File: src/verilog/cpu_pkg.sv
/*
 * Shared types for the 16-bit microcoded core: instruction fields,
 * ALU functions, flags, micro-control word and sequencer states
 */
package cpu_pkg;

    // data word and 23-bit word address (byte address bits 23:1)
    typedef logic [15:0] word_t;
    typedef logic [22:0] waddr_t;

    // one of r0..r3
    typedef logic [1:0] rsel_t;

    // opcode lives in ir[15:12]
    typedef enum logic [3:0] {
        op_ldi  = 4'd0,
        op_add  = 4'd1,
        op_sub  = 4'd2,
        op_and  = 4'd3,
        op_or   = 4'd4,
        op_xor  = 4'd5,
        op_ld   = 4'd6,
        op_st   = 4'd7,
        op_jp   = 4'd8,
        op_jz   = 4'd9,
        op_halt = 4'd10
    } opcode_t;

    typedef enum logic [2:0] {
        alu_pass,
        alu_add,
        alu_sub,
        alu_and,
        alu_or,
        alu_xor
    } alu_op_t;

    // ir[11:10] rd, ir[9:8] rs, ir[7:0] imm8
    typedef struct packed {
        opcode_t    opcode;
        rsel_t      rd;
        rsel_t      rs;
        logic [7:0] imm8;
    } instr_t;

    typedef struct packed {
        logic z;
        logic c;
        logic n;
    } flags_t;

    // register write source
    localparam logic [1:0] ld_alu = 2'd0;
    localparam logic [1:0] ld_mem = 2'd1;
    localparam logic [1:0] ld_imm = 2'd2;

    // effective address source
    localparam logic ea_pc = 1'b0;
    localparam logic ea_rs = 1'b1;

    // micro-control word, one per cycle
    typedef struct packed {
        alu_op_t    alu_op;
        logic       rd_we;
        logic [1:0] ld_sel;
        logic       flags_we;
        logic       ir_we;
        logic       pc_inc;
        logic       pc_load;
        logic       mem_req;
        logic       mem_wr;
        logic       ea_sel;
    } ctrl_t;

    typedef enum logic [2:0] {
        st_fetch,
        st_decode,
        st_exec,
        st_mem_wait,
        st_halted
    } seq_state_t;

endpackage

File: src/verilog/cpu_ctrl.sv
/*
 * Control sequencer: steps fetch, decode, exec and memory wait,
 * decoding the instruction register into micro-control
 */
module cpu_ctrl import cpu_pkg::*; (
    input  logic   clk,
    input  logic   rst_n,
    input  logic   cen,
    input  instr_t ir,
    input  flags_t flags,
    input  logic   mem_busy,
    output ctrl_t  uc
);

    seq_state_t state;
    seq_state_t state_nxt;
    alu_op_t    alu_fn;
    logic       is_st;

    assign is_st = ir.opcode == op_st;

    // opcode to ALU function
    always_comb begin
        case (ir.opcode)
            op_add:  alu_fn = alu_add;
            op_sub:  alu_fn = alu_sub;
            op_and:  alu_fn = alu_and;
            op_or:   alu_fn = alu_or;
            op_xor:  alu_fn = alu_xor;
            default: alu_fn = alu_pass;
        endcase
    end

    always_ff @(posedge clk) begin
        if (!rst_n) begin
            state <= st_fetch;
        end else if (cen) begin
            state <= state_nxt;
        end
    end

    always_comb begin
        uc        = '0;
        uc.alu_op = alu_pass;
        uc.ld_sel = ld_alu;
        uc.ea_sel = ea_pc;
        state_nxt = state;
        case (state)
            st_fetch: begin
                // word at pc, possibly already launched by the last exec
                uc.mem_req = 1'b1;
                if (!mem_busy) begin
                    uc.ir_we  = 1'b1;
                    uc.pc_inc = 1'b1;
                    state_nxt = st_decode;
                end
            end
            st_decode: begin
                state_nxt = st_exec;
            end
            st_exec: begin
                state_nxt = st_fetch;
                case (ir.opcode)
                    op_ldi: begin
                        uc.rd_we   = 1'b1;
                        uc.ld_sel  = ld_imm;
                        // prefetch next word while pc is settled
                        uc.mem_req = 1'b1;
                    end
                    op_add, op_sub, op_and, op_or, op_xor: begin
                        uc.alu_op   = alu_fn;
                        uc.rd_we    = 1'b1;
                        uc.flags_we = 1'b1;
                        uc.mem_req  = 1'b1;
                    end
                    op_ld, op_st: begin
                        // pointer is rs
                        uc.mem_req = 1'b1;
                        uc.mem_wr  = is_st;
                        uc.ea_sel  = ea_rs;
                        state_nxt  = st_mem_wait;
                    end
                    // jumps fetch from the new pc, no prefetch
                    op_jp:   uc.pc_load = 1'b1;
                    op_jz:   uc.pc_load = flags.z;
                    // halt and unused opcodes stop the core
                    default: state_nxt = st_halted;
                endcase
            end
            st_mem_wait: begin
                uc.mem_req = 1'b1;
                uc.mem_wr  = is_st;
                uc.ea_sel  = ea_rs;
                if (!mem_busy) begin
                    uc.rd_we  = ~is_st;
                    uc.ld_sel = ld_mem;
                    state_nxt = st_fetch;
                end
            end
            default: begin
                // halted, no further bus cycles
                state_nxt = st_halted;
            end
        endcase
    end

endmodule

File: src/verilog/cpu_regs.sv
/*
 * Register unit: r0..r3, program counter, instruction register and flags
 */
module cpu_regs import cpu_pkg::*; #(
    parameter waddr_t RESET_PC = '0
) (
    input  logic   clk,
    input  logic   rst_n,
    input  logic   cen,
    input  ctrl_t  uc,
    input  word_t  mdata,
    input  word_t  rslt,
    input  flags_t flags_out,
    output instr_t ir,
    output flags_t flags,
    output waddr_t pc,
    output word_t  op_a,
    output word_t  op_b
);

    word_t  gpr [4];
    word_t  wr_data;
    waddr_t jmp_addr;

    // operand reads straight from the ir fields
    assign op_a = gpr[ir.rd];
    assign op_b = gpr[ir.rs];

    // jump target, imm8 zero extended
    assign jmp_addr = waddr_t'(ir.imm8);

    always_comb begin
        case (uc.ld_sel)
            ld_mem:  wr_data = mdata;
            ld_imm:  wr_data = {8'h00, ir.imm8};
            default: wr_data = rslt;
        endcase
    end

    always_ff @(posedge clk) begin
        if (!rst_n) begin
            for (int i = 0; i < 4; i++) begin
                gpr[i] <= '0;
            end
            pc    <= RESET_PC;
            ir    <= '0;
            flags <= '0;
        end else if (cen) begin
            if (uc.rd_we) begin
                gpr[ir.rd] <= wr_data;
            end
            if (uc.flags_we) begin
                flags <= flags_out;
            end
            if (uc.ir_we) begin
                ir <= instr_t'(mdata);
            end
            // taken jump wins over increment
            if (uc.pc_load) begin
                pc <= jmp_addr;
            end else if (uc.pc_inc) begin
                pc <= pc + 23'd1;
            end
        end
    end

endmodule

File: src/verilog/cpu_alu.sv
/*
 * Combinational 16-bit ALU with zero, carry and negative flags
 */
module cpu_alu import cpu_pkg::*; (
    input  ctrl_t  uc,
    input  word_t  op_a,
    input  word_t  op_b,
    input  flags_t flags_in,
    output word_t  rslt,
    output flags_t flags_out
);

    // bit 16 is carry out or borrow
    logic [16:0] wide;
    logic        carry;

    always_comb begin
        wide  = '0;
        // logic ops keep the old carry
        carry = flags_in.c;
        case (uc.alu_op)
            alu_add: begin
                wide  = {1'b0, op_a} + {1'b0, op_b};
                carry = wide[16];
            end
            alu_sub: begin
                // wraps to bit 16 when op_b > op_a
                wide  = {1'b0, op_a} - {1'b0, op_b};
                carry = wide[16];
            end
            alu_and: wide = {1'b0, op_a & op_b};
            alu_or:  wide = {1'b0, op_a | op_b};
            alu_xor: wide = {1'b0, op_a ^ op_b};
            // pass forwards rs
            default: wide = {1'b0, op_b};
        endcase
    end

    assign rslt = wide[15:0];

    always_comb begin
        flags_out.z = rslt == '0;
        flags_out.c = carry;
        flags_out.n = rslt[15];
    end

endmodule

File: src/verilog/cpu_mem.sv
/*
 * Memory unit: runs fetch, load and store cycles on the word bus,
 * holding each request until busy drops
 */
module cpu_mem import cpu_pkg::*; (
    input  logic       clk,
    input  logic       rst_n,
    input  logic       cen,
    input  ctrl_t      uc,
    input  waddr_t     pc,
    input  word_t      op_a,
    input  word_t      op_b,
    output word_t      mdata,
    output logic       mem_busy,
    output waddr_t     addr,
    input  word_t      din,
    output word_t      dout,
    output logic [1:0] we,
    output logic       rd,
    input  logic       busy
);

    logic active;

    // a bus cycle is open while rd or we is up
    assign active = rd || we != 2'b00;

    // done on the first enabled cycle with busy low
    assign mem_busy = !(active && !busy);

    // read data passes straight through, captured by the register unit
    assign mdata = din;

    always_ff @(posedge clk) begin
        if (!rst_n) begin
            addr <= '0;
            dout <= '0;
            we   <= 2'b00;
            rd   <= 1'b0;
        end else if (cen) begin
            if (active) begin
                // hold while busy, drop on completion
                if (!busy) begin
                    we <= 2'b00;
                    rd <= 1'b0;
                end
            end else if (uc.mem_req) begin
                // pointer from rs, zero extended
                addr <= (uc.ea_sel == ea_rs) ? waddr_t'(op_b) : pc;
                // store data comes from rd
                dout <= op_a;
                we   <= {2{uc.mem_wr}};
                rd   <= ~uc.mem_wr;
            end
        end
    end

endmodule

File: src/verilog/cpu_top.sv
/*
 * 16-bit core top level: sequencer, register unit, ALU and memory unit
 * wired to the external word bus
 */
module cpu_top import cpu_pkg::*; #(
    parameter waddr_t RESET_PC = '0
) (
    input  logic       clk,
    input  logic       rst_n,
    input  logic       cen,
    output waddr_t     addr,
    input  word_t      din,
    output word_t      dout,
    output logic [1:0] we,
    output logic       rd,
    input  logic       busy
);

    // micro-control from the sequencer
    ctrl_t  uc;

    // register unit outputs
    instr_t ir;
    flags_t flags;
    waddr_t pc;
    word_t  op_a;
    word_t  op_b;

    // ALU results
    word_t  rslt;
    flags_t flags_out;

    // memory unit back to the core
    word_t  mdata;
    logic   mem_busy;

    cpu_ctrl u_ctrl (
        .clk      (clk),
        .rst_n    (rst_n),
        .cen      (cen),
        .ir       (ir),
        .flags    (flags),
        .mem_busy (mem_busy),
        .uc       (uc)
    );

    cpu_regs #(
        .RESET_PC (RESET_PC)
    ) u_regs (
        .clk       (clk),
        .rst_n     (rst_n),
        .cen       (cen),
        .uc        (uc),
        .mdata     (mdata),
        .rslt      (rslt),
        .flags_out (flags_out),
        .ir        (ir),
        .flags     (flags),
        .pc        (pc),
        .op_a      (op_a),
        .op_b      (op_b)
    );

    cpu_alu u_alu (
        .uc        (uc),
        .op_a      (op_a),
        .op_b      (op_b),
        .flags_in  (flags),
        .rslt      (rslt),
        .flags_out (flags_out)
    );

    cpu_mem u_mem (
        .clk      (clk),
        .rst_n    (rst_n),
        .cen      (cen),
        .uc       (uc),
        .pc       (pc),
        .op_a     (op_a),
        .op_b     (op_b),
        .mdata    (mdata),
        .mem_busy (mem_busy),
        .addr     (addr),
        .din      (din),
        .dout     (dout),
        .we       (we),
        .rd       (rd),
        .busy     (busy)
    );

endmodule

File: config.mk
export PLATFORM = sky130hd
export DESIGN_NAME = cpu_top
export DESIGN_NICKNAME = d
export VERILOG_FILES = /design/src/verilog/cpu_pkg.sv /design/src/verilog/cpu_ctrl.sv /design/src/verilog/cpu_regs.sv /design/src/verilog/cpu_alu.sv /design/src/verilog/cpu_mem.sv /design/src/verilog/cpu_top.sv
export SDC_FILE = /design/constraint.sdc
export NUM_CORES = 1
export LEC_CHECK = 0
export BUFFER_PORTS_ARGS = -buffer_cell sky130_fd_sc_hd__buf_2
export CORE_MARGIN = 2
export CORE_UTILIZATION = 60
export DETAILED_ROUTE_END_ITERATION = 10
export PLACE_DENSITY_LB_ADDON = 0.25
export SYNTH_ARGS = -nofsm -noshare
export SYNTH_HDL_FRONTEND = slang
export SYNTH_HIERARCHICAL = 1
export SYNTH_SLANG_ARGS = --single-unit
File: constraint.sdc
create_clock -name clk -period 5.2 [get_ports clk]
set_input_delay 1.04 -clock clk [delete_from_list [all_inputs] [get_ports clk]]
set_output_delay 1.04 -clock clk [all_outputs]
set_load 0.01 [all_outputs]
After elaboration in Yosys (flattened, before gate mapping)
Memory sizes are Yosys's and may differ from the RTL's. A register that Yosys moved wholly into a read port is not among the register bits.
Cells that the tools add are included.
Word-level totals
  word-level logic and storage cells: 109
  memories: 1
  output and inout bits: 42
  bits of input ports: 20
  RAM bits: 64
  register bits after elaboration: 85
Operators by class
  reduce and logical (&&, ||, !) cells: 22
  multiplexer cells: 44
  add/sub/neg operators: 3
  eq/ne operators: 22
  bitwise operators: 6
Memory list
  u_regs.gpr: depth 4, bits a word 16, read ports 2, clocked after memory_dff 2, write ports 4, line cpu_regs.sv:21  | word_t gpr [4];
Operators by type and width (count)
  one-hot mux 16 bit (5 select lines): 1
  2-to-1 mux 23 bit: 3
  one-hot mux 16 bit (2 select lines): 1
  2-to-1 mux 2 bit: 12
  adder 23 x 1 -> 23 bit, second input constant: 1
  adder 16 bit: 1
  AND 16 bit: 1
  == test 4 x 3 -> 1 bit, second input constant: 4
  logical NOT 16 bit: 1
  2-to-1 mux 16 bit: 1
  OR 16 bit: 1
  OR reduction 16 bit: 1
  OR reduction 8 bit: 2
  subtractor 16 bit: 1
  bitwise XOR 16 bit: 1
  2-to-1 mux 3 bit: 5
  one-hot mux 3 bit (5 select lines): 1
  2-to-1 mux 1 bit: 14
  == test 3 x 2 -> 1 bit, second input constant: 4
  one-hot mux 3 bit (2 select lines): 2
  one-hot mux 3 bit (4 select lines): 1
  AND reduction 3 bit: 3
  == test 4 x 2 -> 1 bit, second input constant: 2
  == test 4 bit, second input constant: 2
  20 further kinds: 31

Depth between registers and ports, before layout
Gate-level depths: netlist of the first run.
  depth in word-level cells: 11
  mapped depth: 18
  depth with buffers taken out: 16

Hierarchy
Netlist of the first run, hierarchy kept.
By module, submodules not included
  cpu_regs: area each 5330.1 um^2, times used 1, seq. area each 2842.7 um^2, cells an instance 493
  cpu_alu: area each 2885.3 um^2, times used 1, seq. area each 0.0 um^2, cells an instance 434
  cpu_mem: area each 1846.8 um^2, times used 1, seq. area each 820.8 um^2, cells an instance 199
  cpu_ctrl: area each 357.8 um^2, times used 1, seq. area each 60.1 um^2, cells an instance 50

Worst setup path before layout of the first run
OpenSTA, ideal clock, no wires.
  path type: register to register
  start point: register with a tool-made name
  end point: register u_regs/flags[2] (netlist name)
  required time: 5124 ps
  setup slack: 596 ps
  clock period less this slack: 4604 ps
  buffers on the path: 2
  library setup time: 76 ps
  arrival time: 4528 ps
  cell stages (with the launch flop): 17
  path through: dfxtp_1 clkbuf_1 mux4_2 inv_1 ha_1 clkbuf_1 nor3_1 nor3_1 a2111oi_4 nor3_2 or4_1 a211o_1 or4_1 or4b_1 nor4_2 nand3_1 a21boi_0

==> results of run 1 <==
==> routing by layer <==
| metal | wire length [um] | GRT usage, % | share of wire, % |
|---|---|---|---|
| met5 | 0 | 0 | 0 |
| met4 | 1640 | 17.3 | 5.3 |
| met3 | 3060 | 6.61 | 9.9 |
| met1 | 12400 | 46.6 | 40 |
| met2 | 13900 | 52.9 | 45 |
==> power groups by stage <==
stage	logic (mW)	clock network, mW	registers (mW)
5_1_grt	0.525	1.28	1.32
3_3_place_gp	0.467	0	1.34
3_5_place_dp	0.469	0	1.34
2_1_floorplan	0.338	0	1.34
6_report	0.485	1.22	1.32
4_1_cts	0.473	1.23	1.32
==> placed cells by master (no fill, tap or decap), types with 32 or more instances in the layout <==
master and instances:
sky130_fd_sc_hd__nand2_1 164, sky130_fd_sc_hd__nor2_1 118, sky130_fd_sc_hd__dfxtp_1 88, sky130_fd_sc_hd__edfxtp_1 64, sky130_fd_sc_hd__inv_1 63, sky130_fd_sc_hd__buf_2 61
sky130_fd_sc_hd__a21oi_1 55, sky130_fd_sc_hd__o21ai_0 53, sky130_fd_sc_hd__ha_1 52, sky130_fd_sc_hd__mux4_2 32
==> worst min-delay path by stage <==
stage | endpoint | slack (ns) | start
after floorplan | flip-flop | 0.43 | u_regs/ir[9]$_SDFFE_PN0P_
after global placement | u_mem/addr[19]$_SDFFE_PN0P_ | 0.44 | u_mem/addr[19]$_SDFFE_PN0P_
after detailed placement | u_mem/addr[18]$_SDFFE_PN0P_ | 0.44 | u_mem/addr[18]$_SDFFE_PN0P_
after CTS | u_mem/addr[18]$_SDFFE_PN0P_ | 0.45 | u_mem/addr[18]$_SDFFE_PN0P_
after global routing | u_mem/dout[10]$_SDFFE_PN0P_ | 0.47 | u_mem/dout[10]$_SDFFE_PN0P_
final | u_mem/dout[6]$_SDFFE_PN0P_ | 0.45 | u_mem/dout[6]$_SDFFE_PN0P_
==> worst max-delay path, delay by kind of cell, from the launching register on <==
kind	cells	cell delay, ns
AO/OA/AOI/OAI	3	0.79
multiplexers	1	0.62
flip-flops	1	0.64
adder cells (fa/ha/maj)	1	0.29
buffers and inverters	1	0.18
AND/OR/NAND/NOR	8	2.27
==> layout make-up <==
type                       instances  share of cell area (%)
inverter                          65                    2.19
timing repair buffer              85                    4.35
clock inverter                    12                   0.875
tap                              220                    2.47
multi-input combinational        842                    52.7
sequential                       152                    33.0
clock buffer                      20                    4.39
==> per-stage QoR <==
stage | hold WS, ns | setup slack (ns) | power (mW) | utilization [%]
finish | 0.451 | 0.327 | 3.03 | 67.0
global route | 0.468 | 0.0247 | 3.13 | 67.0
CTS | 0.450 | 0.314 | 3.02 | 67.0
detailed placement | 0.441 | 0.361 | 1.81 | 63.5
global placement | 0.437 | 0.442 | 1.81 | 63.5
floorplan | 0.433 | 0.599 | 1.68 | -
==> state kept, by name, summed over array words and instances, names as in the netlist, named ones only <==
| register | cells |
|---|---|
| u_mem/we | 1 |
| u_regs/flags | 1 |
| u_mem/dout | 16 |
| u_regs/pc | 23 |
| u_mem/rd | 1 |
| u_mem/addr | 23 |
| u_regs/gpr | 64 |
| u_regs/ir | 16 |
| u_ctrl/state | 3 |
==> impl_metrics.xml, run 1 <==
<?xml version="1.0" encoding="UTF-8"?>
<metrics>
  <group name="final_layout">
    <metric name="layout_area_overhead" unit="%">8.47</metric>
    <metric name="multi_input_area" unit="sq um">5880</metric>
    <metric name="ant_diodes" unit="">0</metric>
    <metric name="finish.cell_count_without_fillers" unit="">1396</metric>
    <metric name="total_nets_final" unit="">1237</metric>
    <metric name="post_layout_inst_area" unit="sq um">11200</metric>
    <metric name="drive_gt1_share" unit="%">14.9</metric>
    <metric name="fillerInstances" unit="">1335</metric>
    <metric name="seq_area" unit="sq um">3680</metric>
  </group>
  <group name="grt">
    <metric name="grtUsageTotal" unit="%">34.4</metric>
    <metric name="number_of_antenna_violations_at_the_first_check_in_global_routing" unit="">0</metric>
    <metric name="grt_max_degree" unit="">74</metric>
    <metric name="grt_first_pass_wirelength" unit="um">47700</metric>
    <metric name="globalRoute.totalOverflow" unit="">0</metric>
    <metric name="first_global_vias" unit="">8369</metric>
  </group>
  <group name="logic_synthesis">
    <metric name="avgSynthCellArea" unit="sq um">8.87</metric>
    <metric name="post_synth_instance_area" unit="sq um">10300</metric>
    <metric name="synth_nets" unit="">1233</metric>
    <metric name="syn_inst" unit="">1159</metric>
    <metric name="yosysWarningCount" unit="">6</metric>
  </group>
  <group name="detailed_routing">
    <metric name="finalWirelength" unit="um">31000</metric>
    <metric name="drt.antenna.violating_nets" unit="">0</metric>
    <metric name="remaining_drc_errors" unit="">0</metric>
    <metric name="route.detailed.vias_per_inst" unit="">6.66</metric>
    <metric name="routed-via-count" unit="">9295</metric>
    <metric name="route.detailed.wl_per_inst" unit="um">22.2</metric>
    <metric name="number_of_drc_markers_after_the_initial_detailed_route_iteration" unit="">1461</metric>
    <metric name="firstDrtPassIters" unit="">7</metric>
  </group>
  <group name="clock_network">
    <metric name="post_cts.resized_instances" unit="">0</metric>
    <metric name="cts.hold.buffers_added" unit="">0</metric>
    <metric name="cts_buffer_depth" unit="">2</metric>
    <metric name="post-cts-setup-buffer-count" unit="">0</metric>
    <metric name="cts_tree" unit="">built</metric>
    <metric name="clock_tree.root_cell" unit="">sky130_fd_sc_hd__clkbuf_16</metric>
    <metric name="numClockSinks" unit="">152</metric>
    <metric name="cts_inserted_buffers" unit="">17</metric>
    <metric name="htree_num_levels" unit="">4</metric>
    <metric name="worst_skew_pair.late_latency" unit="ns">0.43</metric>
    <metric name="worst_setup_hold_path_clk_slew" unit="ns">0.06</metric>
  </group>
  <group name="worst_setup_path">
    <metric name="r2r_cells" unit="">14</metric>
    <metric name="r2r_end" unit="">u_regs/flags[2]$_SDFFE_PN0P_</metric>
    <metric name="slowest_stage" unit="">sky130_fd_sc_hd__dfxtp_1</metric>
    <metric name="worst-path-max-fanout" unit="">8</metric>
    <metric name="critical_path.startpoint_type" unit="">flip-flop</metric>
    <metric name="reg2reg_slack" unit="ns">0.33</metric>
    <metric name="largest_stage_delay_on_the_critical_path" unit="ns">0.64</metric>
    <metric name="crit_path_end_kind" unit="">flip-flop</metric>
    <metric name="crit_required" unit="ns">5.55</metric>
    <metric name="cp_data_arrival_time" unit="ns">5.23</metric>
    <metric name="critPathKind" unit="">reg -&gt; reg</metric>
    <metric name="crit_path_end" unit="">u_regs/flags[2]$_SDFFE_PN0P_</metric>
    <metric name="path_cells" unit="">mux4_2 &gt; inv_1 &gt; ha_1 &gt; nor3_1 &gt; nor3_1 &gt; a2111oi_4 &gt; nor3_2 &gt; or4_1 &gt; a211o_1 &gt; or4_1 &gt; or4b_1 &gt; nor4_2 &gt; nand3_1 &gt; a21boi_0</metric>
  </group>
  <group name="die">
    <metric name="die_height" unit="um">135</metric>
    <metric name="floorplan.die_area" unit="sq um">18200</metric>
    <metric name="starting_density_of_the_core" unit="%">61.8</metric>
    <metric name="core" unit="sq um">16600</metric>
    <metric name="ios" unit="">62</metric>
    <metric name="die_x" unit="um">135</metric>
    <metric name="placement_rows" unit="">47</metric>
  </group>
  <group name="place">
    <metric name="detailedPlacementHpwl" unit="um">22300</metric>
    <metric name="placed_cells_incl_taps" unit="">1364</metric>
    <metric name="count_of_buffers_inserted_at_the_top_level_ports" unit="">61</metric>
    <metric name="standard_cell_area_after_detailed_placement" unit="sq um">10600</metric>
    <metric name="place_congestion" unit="">0.973</metric>
  </group>
  <group name="timing">
    <metric name="worst_clock_skew" unit="ns">0.0104</metric>
    <metric name="timing.final.crit_share" unit="%">93.7</metric>
    <metric name="setup_viol" unit="">0</metric>
    <metric name="worst_pin_slew" unit="ns">1.16</metric>
    <metric name="finalMaxSlewViolations" unit="">0</metric>
    <metric name="relSlewSlack" unit="%">22.0</metric>
    <metric name="upper_clock_frequency_limit" unit="GHz">0.205</metric>
    <metric name="finalCriticalPeriod" unit="ns">4.87</metric>
    <metric name="setup_tns" unit="ns">0</metric>
    <metric name="timing_hold_violations_final" unit="">0</metric>
    <metric name="unrepaired_setup_endpoints_after_global_routing" unit="">no</metric>
  </group>
  <group name="pwr">
    <metric name="internal_power" unit="mW">2.15</metric>
    <metric name="switching_share" unit="%">28.9</metric>
    <metric name="power_switching" unit="mW">0.876</metric>
    <metric name="power_per_cell_area" unit="nW/um^2">271</metric>
    <metric name="power.combinational.fraction" unit="%">16.0</metric>
    <metric name="static-leakage-power" unit="nW">4.32</metric>
    <metric name="clock_power_share" unit="%">40.4</metric>
    <metric name="vdd_ir_drop_max" unit="V">0.000227</metric>
    <metric name="power.sequential.fraction" unit="%">43.6</metric>
  </group>
  <group name="min_path">
    <metric name="hold_path_class" unit="">reg -&gt; reg</metric>
    <metric name="worstHoldPathCells" unit="">2</metric>
  </group>
  <group name="flow_run">
    <metric name="max_cap_violations" unit="">0</metric>
  </group>
  <group name="status">
    <metric name="run_status" unit="">completed</metric>
  </group>
</metrics>
No activity file was read; power rests on OpenSTA's default activity.
==> run 2: changes to the inputs <==
Settings changed: CAP_MARGIN set to 20, CORE_ASPECT_RATIO set to 0.7, GPL_ROUTABILITY_DRIVEN set to 0.
==> impl_metrics.xml, run 2 (synthesized netlist as in run 1, its figures left out) <==
<?xml version="1.0" encoding="UTF-8"?>
<metrics>
  <group name="detailed_routing">
    <metric name="route.detailed.vias_per_inst" unit="">6.60</metric>
    <metric name="finalWirelength" unit="um">31100</metric>
    <metric name="drt.antenna.violating_nets" unit="">0</metric>
    <metric name="routed-via-count" unit="">9351</metric>
    <metric name="route.detailed.wl_per_inst" unit="um">22.0</metric>
    <metric name="number_of_drc_markers_after_the_initial_detailed_route_iteration" unit="">1521</metric>
    <metric name="firstDrtPassIters" unit="">6</metric>
    <metric name="remaining_drc_errors" unit="">0</metric>
  </group>
  <group name="final_layout">
    <metric name="layout.cells.most_common" unit="">sky130_fd_sc_hd__nand2_1</metric>
    <metric name="largest_register_ff_count" unit="">64</metric>
    <metric name="finish.cell_count_without_fillers" unit="">1416</metric>
    <metric name="drive_gt1_share" unit="%">15.6</metric>
    <metric name="commonest_non_fill_non_tap_cells_in_the_layout" unit="">sky130_fd_sc_hd__nand2_1 (164), sky130_fd_sc_hd__nor2_1 (118), sky130_fd_sc_hd__dfxtp_1 (88)</metric>
    <metric name="ant_diodes" unit="">0</metric>
    <metric name="layout_top_registers" unit="">u_regs/gpr: 64 flops, u_mem/addr: 23 flops, u_regs/pc: 23 flops</metric>
    <metric name="layout_area_overhead" unit="%">9.82</metric>
    <metric name="total_nets_final" unit="">1246</metric>
    <metric name="largest-register" unit="">u_regs/gpr</metric>
  </group>
  <group name="clock_network">
    <metric name="numClockSinks" unit="">152</metric>
    <metric name="post_cts.resized_instances" unit="">0</metric>
    <metric name="cts_buffer_depth" unit="">2</metric>
    <metric name="clock_tree.root_cell" unit="">sky130_fd_sc_hd__clkbuf_16</metric>
    <metric name="htree_num_levels" unit="">4</metric>
    <metric name="cts_inserted_buffers" unit="">17</metric>
    <metric name="cts.hold.buffers_added" unit="">0</metric>
    <metric name="worst_setup_hold_path_clk_slew" unit="ns">0.06</metric>
    <metric name="post-cts-setup-buffer-count" unit="">0</metric>
    <metric name="cts_tree" unit="">built</metric>
    <metric name="worst_skew_pair.late_latency" unit="ns">0.43</metric>
  </group>
  <group name="die">
    <metric name="floorplan.die_area" unit="sq um">18200</metric>
    <metric name="placement_rows" unit="">40</metric>
    <metric name="core" unit="sq um">17000</metric>
    <metric name="die_x" unit="um">160</metric>
    <metric name="ios" unit="">62</metric>
    <metric name="die_height" unit="um">114</metric>
    <metric name="starting_density_of_the_core" unit="%">60.6</metric>
  </group>
  <group name="grt">
    <metric name="number_of_antenna_violations_at_the_first_check_in_global_routing" unit="">0</metric>
    <metric name="grt_max_degree" unit="">73</metric>
    <metric name="globalRoute.totalOverflow" unit="">0</metric>
    <metric name="first_global_vias" unit="">8477</metric>
    <metric name="grt_first_pass_wirelength" unit="um">48000</metric>
    <metric name="grtUsageTotal" unit="%">34.3</metric>
  </group>
  <group name="worst_setup_path">
    <metric name="slowest_stage" unit="">sky130_fd_sc_hd__mux4_2</metric>
    <metric name="reg2reg_slack" unit="ns">0.36</metric>
    <metric name="r2r_end" unit="">u_regs/flags[2]$_SDFFE_PN0P_</metric>
    <metric name="crit_path_end" unit="">u_regs/flags[2]$_SDFFE_PN0P_</metric>
    <metric name="cp_data_arrival_time" unit="ns">5.20</metric>
    <metric name="worst-path-max-fanout" unit="">4</metric>
    <metric name="crit_required" unit="ns">5.55</metric>
    <metric name="crit_path_end_kind" unit="">flip-flop</metric>
    <metric name="critical_path.startpoint_type" unit="">flip-flop</metric>
    <metric name="path_cells" unit="">mux4_2 &gt; inv_1 &gt; ha_1 &gt; inv_1 &gt; fa_1 &gt; nor2b_1 &gt; o2111ai_1 &gt; nand3_1 &gt; a221o_1 &gt; a221oi_1 &gt; nor3_1 &gt; or4_1 &gt; or4b_1 &gt; nor4_2 &gt; nand3_1 &gt; a21boi_0</metric>
    <metric name="critPathKind" unit="">reg -&gt; reg</metric>
    <metric name="r2r_cells" unit="">16</metric>
    <metric name="largest_stage_delay_on_the_critical_path" unit="ns">0.56</metric>
  </group>
  <group name="pwr">
    <metric name="static-leakage-power" unit="nW">4.38</metric>
    <metric name="vdd_ir_drop_max" unit="V">0.000232</metric>
    <metric name="power_per_cell_area" unit="nW/um^2">275</metric>
  </group>
  <group name="timing">
    <metric name="relSlewSlack" unit="%">35.6</metric>
    <metric name="setup_tns" unit="ns">0</metric>
    <metric name="timing_hold_violations_final" unit="">0</metric>
    <metric name="finalMaxSlewViolations" unit="">0</metric>
    <metric name="worst_pin_slew" unit="ns">0.966</metric>
    <metric name="timing.final.crit_share" unit="%">93.1</metric>
    <metric name="worst_clock_skew" unit="ns">0.0107</metric>
    <metric name="finalCriticalPeriod" unit="ns">4.84</metric>
    <metric name="unrepaired_setup_endpoints_after_global_routing" unit="">no</metric>
    <metric name="setup_viol" unit="">0</metric>
    <metric name="upper_clock_frequency_limit" unit="GHz">0.206</metric>
    <metric name="whs" unit="ns">0.446</metric>
  </group>
  <group name="place">
    <metric name="detailedPlacementHpwl" unit="um">22600</metric>
    <metric name="count_of_buffers_inserted_at_the_top_level_ports" unit="">61</metric>
    <metric name="placed_cells_incl_taps" unit="">1384</metric>
  </group>
  <group name="status">
    <metric name="run_status" unit="">completed</metric>
  </group>
  <group name="min_path">
    <metric name="hold_path_class" unit="">reg -&gt; reg</metric>
  </group>
  <group name="flow_run">
    <metric name="max_cap_violations" unit="">0</metric>
  </group>
</metrics>
run 2: cell types whose count changed in the layout (fill, tap and decap cells not counted), sizes merged:
cell	delta
clkinv	-2
inv	+1
bufinv	+1
buf	+9
run 2: how the worst min path moves through the flow:
stage	startpoint	endpoint	slack, ns	cells past startpoint
2_1_floorplan	u_regs/ir[9]$_SDFFE_PN0P_	flip-flop	0.43	2
3_3_place_gp	u_mem/addr[21]$_SDFFE_PN0P_	u_mem/addr[21]$_SDFFE_PN0P_	0.44	2
3_5_place_dp	u_mem/addr[18]$_SDFFE_PN0P_	u_mem/addr[18]$_SDFFE_PN0P_	0.44	2
4_1_cts	u_mem/addr[18]$_SDFFE_PN0P_	u_mem/addr[18]$_SDFFE_PN0P_	0.45	2
5_1_grt	u_mem/addr[16]$_SDFFE_PN0P_	u_mem/addr[16]$_SDFFE_PN0P_	0.46	2
6_report	u_mem/addr[18]$_SDFFE_PN0P_	u_mem/addr[18]$_SDFFE_PN0P_	0.45	2
run 2: power breakdown:
group / switching, mW / leakage (nW) / internal, mW
clock: 0.548 / 0.309 / 0.742
sequential: 0.0311 / 1.38 / 1.29
combinational: 0.326 / 2.70 / 0.176
run 2: final cells by class:
cell class              instances  area [sq um]
multi-input cells             842          5880
inverters                      65           244
well taps                     231           289
flip-flops and latches        152          3680
clock buffers                  20           480
repair buffers                 94           573
clock inverters                12           139
fillers                      1389          5670
run 2: through the flow:
stage	utilization, %	instance area [sq um]	setup WS (ns)	power [mW]
3_3_place_gp	62.7	10600	0.510	1.81
3_5_place_dp	62.9	10700	0.443	1.82
4_1_cts	66.5	11300	0.400	3.10
5_1_grt	66.6	11300	0.0450	3.22
2_1_floorplan	-	10300	0.599	1.68
6_report	66.6	11300	0.357	3.11
run 2: per-layer routing:
layer	global-route usage [%]	up-vias	wire [um]
li1	-	4215	-
met5	0	-	0
met2	47.2	683	12300
met1	50.7	4374	13300
met3	10.7	79	4510
met4	12.1	0	993
run 2: worst max-delay path, delay by kind of cell, from the launching register on:
kind | cells | cell delay, ns
and+or+nand+nor | 7 | 1.79
AOI/OAI and AO/OA | 4 | 1.19
adders and majority gates | 2 | 0.66
muxes | 1 | 0.56
DFF | 1 | 0.40
buffers and inverters | 2 | 0.17
==> run 3: changes to the inputs <==
Settings changed: BUFFER_PORTS_ARGS -buffer_cell sky130_fd_sc_hd__buf_2 to unset, CORE_MARGIN 2 to 10, DONT_BUFFER_PORTS set to 1.
==> impl_metrics.xml, run 3 (synthesized netlist as in run 1, its figures left out) <==
<?xml version="1.0" encoding="UTF-8"?>
<metrics>
  <group name="pwr">
    <metric name="vdd_ir_drop_max" unit="V">0.000253</metric>
    <metric name="power_per_cell_area" unit="nW/um^2">280</metric>
    <metric name="static-leakage-power" unit="nW">4.01</metric>
  </group>
  <group name="final_layout">
    <metric name="layout_area_overhead" unit="%">5.74</metric>
    <metric name="largest_register_ff_count" unit="">64</metric>
    <metric name="layout_top_registers" unit="">u_regs/gpr: 64 flops, u_mem/addr: 23 flops, u_regs/pc: 23 flops</metric>
    <metric name="ant_diodes" unit="">0</metric>
    <metric name="commonest_non_fill_non_tap_cells_in_the_layout" unit="">sky130_fd_sc_hd__nand2_1 (164), sky130_fd_sc_hd__nor2_1 (118), sky130_fd_sc_hd__dfxtp_1 (87)</metric>
    <metric name="largest-register" unit="">u_regs/gpr</metric>
    <metric name="finish.cell_count_without_fillers" unit="">1338</metric>
    <metric name="drive_gt1_share" unit="%">10.2</metric>
    <metric name="total_nets_final" unit="">1174</metric>
    <metric name="layout.cells.most_common" unit="">sky130_fd_sc_hd__nand2_1</metric>
  </group>
  <group name="status">
    <metric name="run_status" unit="">completed</metric>
  </group>
  <group name="clock_network">
    <metric name="cts_buffer_depth" unit="">2</metric>
    <metric name="htree_num_levels" unit="">4</metric>
    <metric name="clock_tree.root_cell" unit="">sky130_fd_sc_hd__clkbuf_16</metric>
    <metric name="numClockSinks" unit="">152</metric>
    <metric name="post-cts-setup-buffer-count" unit="">0</metric>
    <metric name="cts_inserted_buffers" unit="">17</metric>
    <metric name="cts_tree" unit="">built</metric>
    <metric name="worst_skew_pair.late_latency" unit="ns">0.44</metric>
    <metric name="worst_setup_hold_path_clk_slew" unit="ns">0.07</metric>
  </group>
  <group name="detailed_routing">
    <metric name="finalWirelength" unit="um">31600</metric>
    <metric name="remaining_drc_errors" unit="">0</metric>
    <metric name="number_of_drc_markers_after_the_initial_detailed_route_iteration" unit="">1382</metric>
    <metric name="routed-via-count" unit="">9216</metric>
    <metric name="route.detailed.vias_per_inst" unit="">6.89</metric>
    <metric name="firstDrtPassIters" unit="">9</metric>
    <metric name="route.detailed.wl_per_inst" unit="um">23.6</metric>
    <metric name="drt.antenna.violating_nets" unit="">0</metric>
  </group>
  <group name="timing">
    <metric name="upper_clock_frequency_limit" unit="GHz">0.206</metric>
    <metric name="unrepaired_setup_endpoints_after_global_routing" unit="">no</metric>
    <metric name="timing_hold_violations_final" unit="">0</metric>
    <metric name="setup_tns" unit="ns">0</metric>
    <metric name="finalMaxSlewViolations" unit="">0</metric>
    <metric name="finalCriticalPeriod" unit="ns">4.85</metric>
    <metric name="relSlewSlack" unit="%">29.4</metric>
    <metric name="worst_clock_skew" unit="ns">0.0144</metric>
    <metric name="worst_pin_slew" unit="ns">1.06</metric>
    <metric name="setup_viol" unit="">0</metric>
    <metric name="timing.final.crit_share" unit="%">93.3</metric>
  </group>
  <group name="grt">
    <metric name="globalRoute.totalOverflow" unit="">0</metric>
    <metric name="grt_first_pass_wirelength" unit="um">48400</metric>
    <metric name="number_of_antenna_violations_at_the_first_check_in_global_routing" unit="">1</metric>
    <metric name="grt_max_degree" unit="">75</metric>
    <metric name="grtUsageTotal" unit="%">27.1</metric>
    <metric name="first_global_vias" unit="">8301</metric>
  </group>
  <group name="min_path">
    <metric name="worstHoldEndpoint" unit="">u_regs/ir[12]$_SDFFE_PN0P_</metric>
    <metric name="worstHoldPathCells" unit="">2</metric>
    <metric name="hold_path_class" unit="">reg -&gt; reg</metric>
    <metric name="worstHoldStart" unit="">u_regs/ir[12]$_SDFFE_PN0P_</metric>
  </group>
  <group name="place">
    <metric name="placed_cells_incl_taps" unit="">1306</metric>
    <metric name="count_of_buffers_inserted_at_the_top_level_ports" unit="">0</metric>
    <metric name="detailedPlacementHpwl" unit="um">22500</metric>
  </group>
  <group name="worst_setup_path">
    <metric name="cp_top_family" unit="">simple AND/OR/NAND/NOR gates</metric>
    <metric name="largest_stage_delay_on_the_critical_path" unit="ns">0.55</metric>
    <metric name="worst-path-max-fanout" unit="">14</metric>
    <metric name="path_cells" unit="">buf_4 &gt; mux4_2 &gt; ha_1 &gt; inv_1 &gt; fa_1 &gt; nor2b_1 &gt; o2111ai_1 &gt; nand3_1 &gt; a221o_1 &gt; a221oi_1 &gt; nor3_1 &gt; or4_1 &gt; or4b_1 &gt; nor4_2 &gt; nand3_1 &gt; a21boi_0</metric>
    <metric name="critical_path.startpoint_type" unit="">flip-flop</metric>
    <metric name="worstPathBufferInverterCount" unit="">2</metric>
    <metric name="critPathKind" unit="">reg -&gt; reg</metric>
    <metric name="reg2reg_slack" unit="ns">0.35</metric>
    <metric name="slowest_stage" unit="">sky130_fd_sc_hd__or4_1</metric>
    <metric name="r2r_end" unit="">u_regs/flags[2]$_SDFFE_PN0P_</metric>
    <metric name="cp_data_arrival_time" unit="ns">5.21</metric>
    <metric name="crit_required" unit="ns">5.56</metric>
    <metric name="r2r_cells" unit="">16</metric>
    <metric name="crit_path_end_kind" unit="">flip-flop</metric>
    <metric name="cp_common_cell" unit="">sky130_fd_sc_hd__nand3_1</metric>
  </group>
  <group name="die">
    <metric name="floorplan.die_area" unit="sq um">22900</metric>
    <metric name="ios" unit="">62</metric>
    <metric name="placement_rows" unit="">39</metric>
    <metric name="die_height" unit="um">130</metric>
    <metric name="die_x" unit="um">176</metric>
    <metric name="core" unit="sq um">16500</metric>
    <metric name="starting_density_of_the_core" unit="%">62.2</metric>
  </group>
  <group name="flow_run">
    <metric name="max_cap_violations" unit="">0</metric>
  </group>
</metrics>
run 3: changes by cell type in the layout (fill, tap and decap cells not counted), sizes merged:
cell and change:
buf -72, clkbuf -3, clkinv +3, clkinvlp +2, inv -2
run 3: layer usage:
metal  wire length (um)  up-vias  GRT usage (%)  part of all wire, %
met3               4730      111           8.10                   15
met5                 11        -              0                0.035
met2              12900      680           38.5                   41
li1                   -     4056              -                    -
met1              12700     4367           37.8                   40
met4               1240        2           11.4                  3.9
run 3: worst max path at each step:
stage | endpoint | slack (ns) | depth (start not counted)
global placement | u_regs/flags[2]$_SDFFE_PN0P_ | 0.41 | 15
detailed placement | u_regs/flags[2]$_SDFFE_PN0P_ | 0.33 | 15
finish | u_regs/flags[2]$_SDFFE_PN0P_ | 0.35 | 16
CTS | u_regs/flags[2]$_SDFFE_PN0P_ | 0.29 | 15
floorplan | u_regs/flags[2]$_SDFFE_PN0P_ | 0.60 | 16
global route | u_regs/flags[2]$_SDFFE_PN0P_ | 0.07 | 16
run 3: layout make-up:
type | instances | area (sq um)
repair buffers | 22 | 178
inverters | 65 | 244
flip-flops and latches | 152 | 3680
clock buffers | 17 | 425
fillers | 1306 | 5670
well taps | 225 | 282
clock inverters | 15 | 180
multi-input cells | 842 | 5880
run 3: metrics by stage:
step	hold WS [ns]	cell area, sq um	total power [mW]	utilization (%)	setup slack [ns]
floorplan	0.433	10300	1.68	-	0.599
global placement	0.460	10300	1.77	62.1	0.414
detailed placement	0.468	10300	1.78	62.1	0.331
CTS	0.475	10900	3.04	65.7	0.294
global route	0.484	10900	3.14	65.7	0.0707
finish	0.478	10900	3.05	65.7	0.351
run 3: tightest hold or removal path: cells and delay by family, from the launching register on:
kind	cells	cell delay, ns
flops	1	0.32
simple gates	1	0.06
compound gates	1	0.05
run 3: repair_timing:
| action | 4_1_cts | 5_1_grt |
|---|---|---|
| hold buffers | 0 | 0 |
| gates resized for setup | 0 | 2 |
| setup endpoints to repair | 0 | 1 |
run 3: power by group:
group | internal, mW | leakage, nW | total (mW) | switching [mW]
clock network | 0.690 | 0.291 | 1.27 | 0.583
logic | 0.152 | 2.34 | 0.442 | 0.289
registers | 1.29 | 1.38 | 1.33 | 0.0465
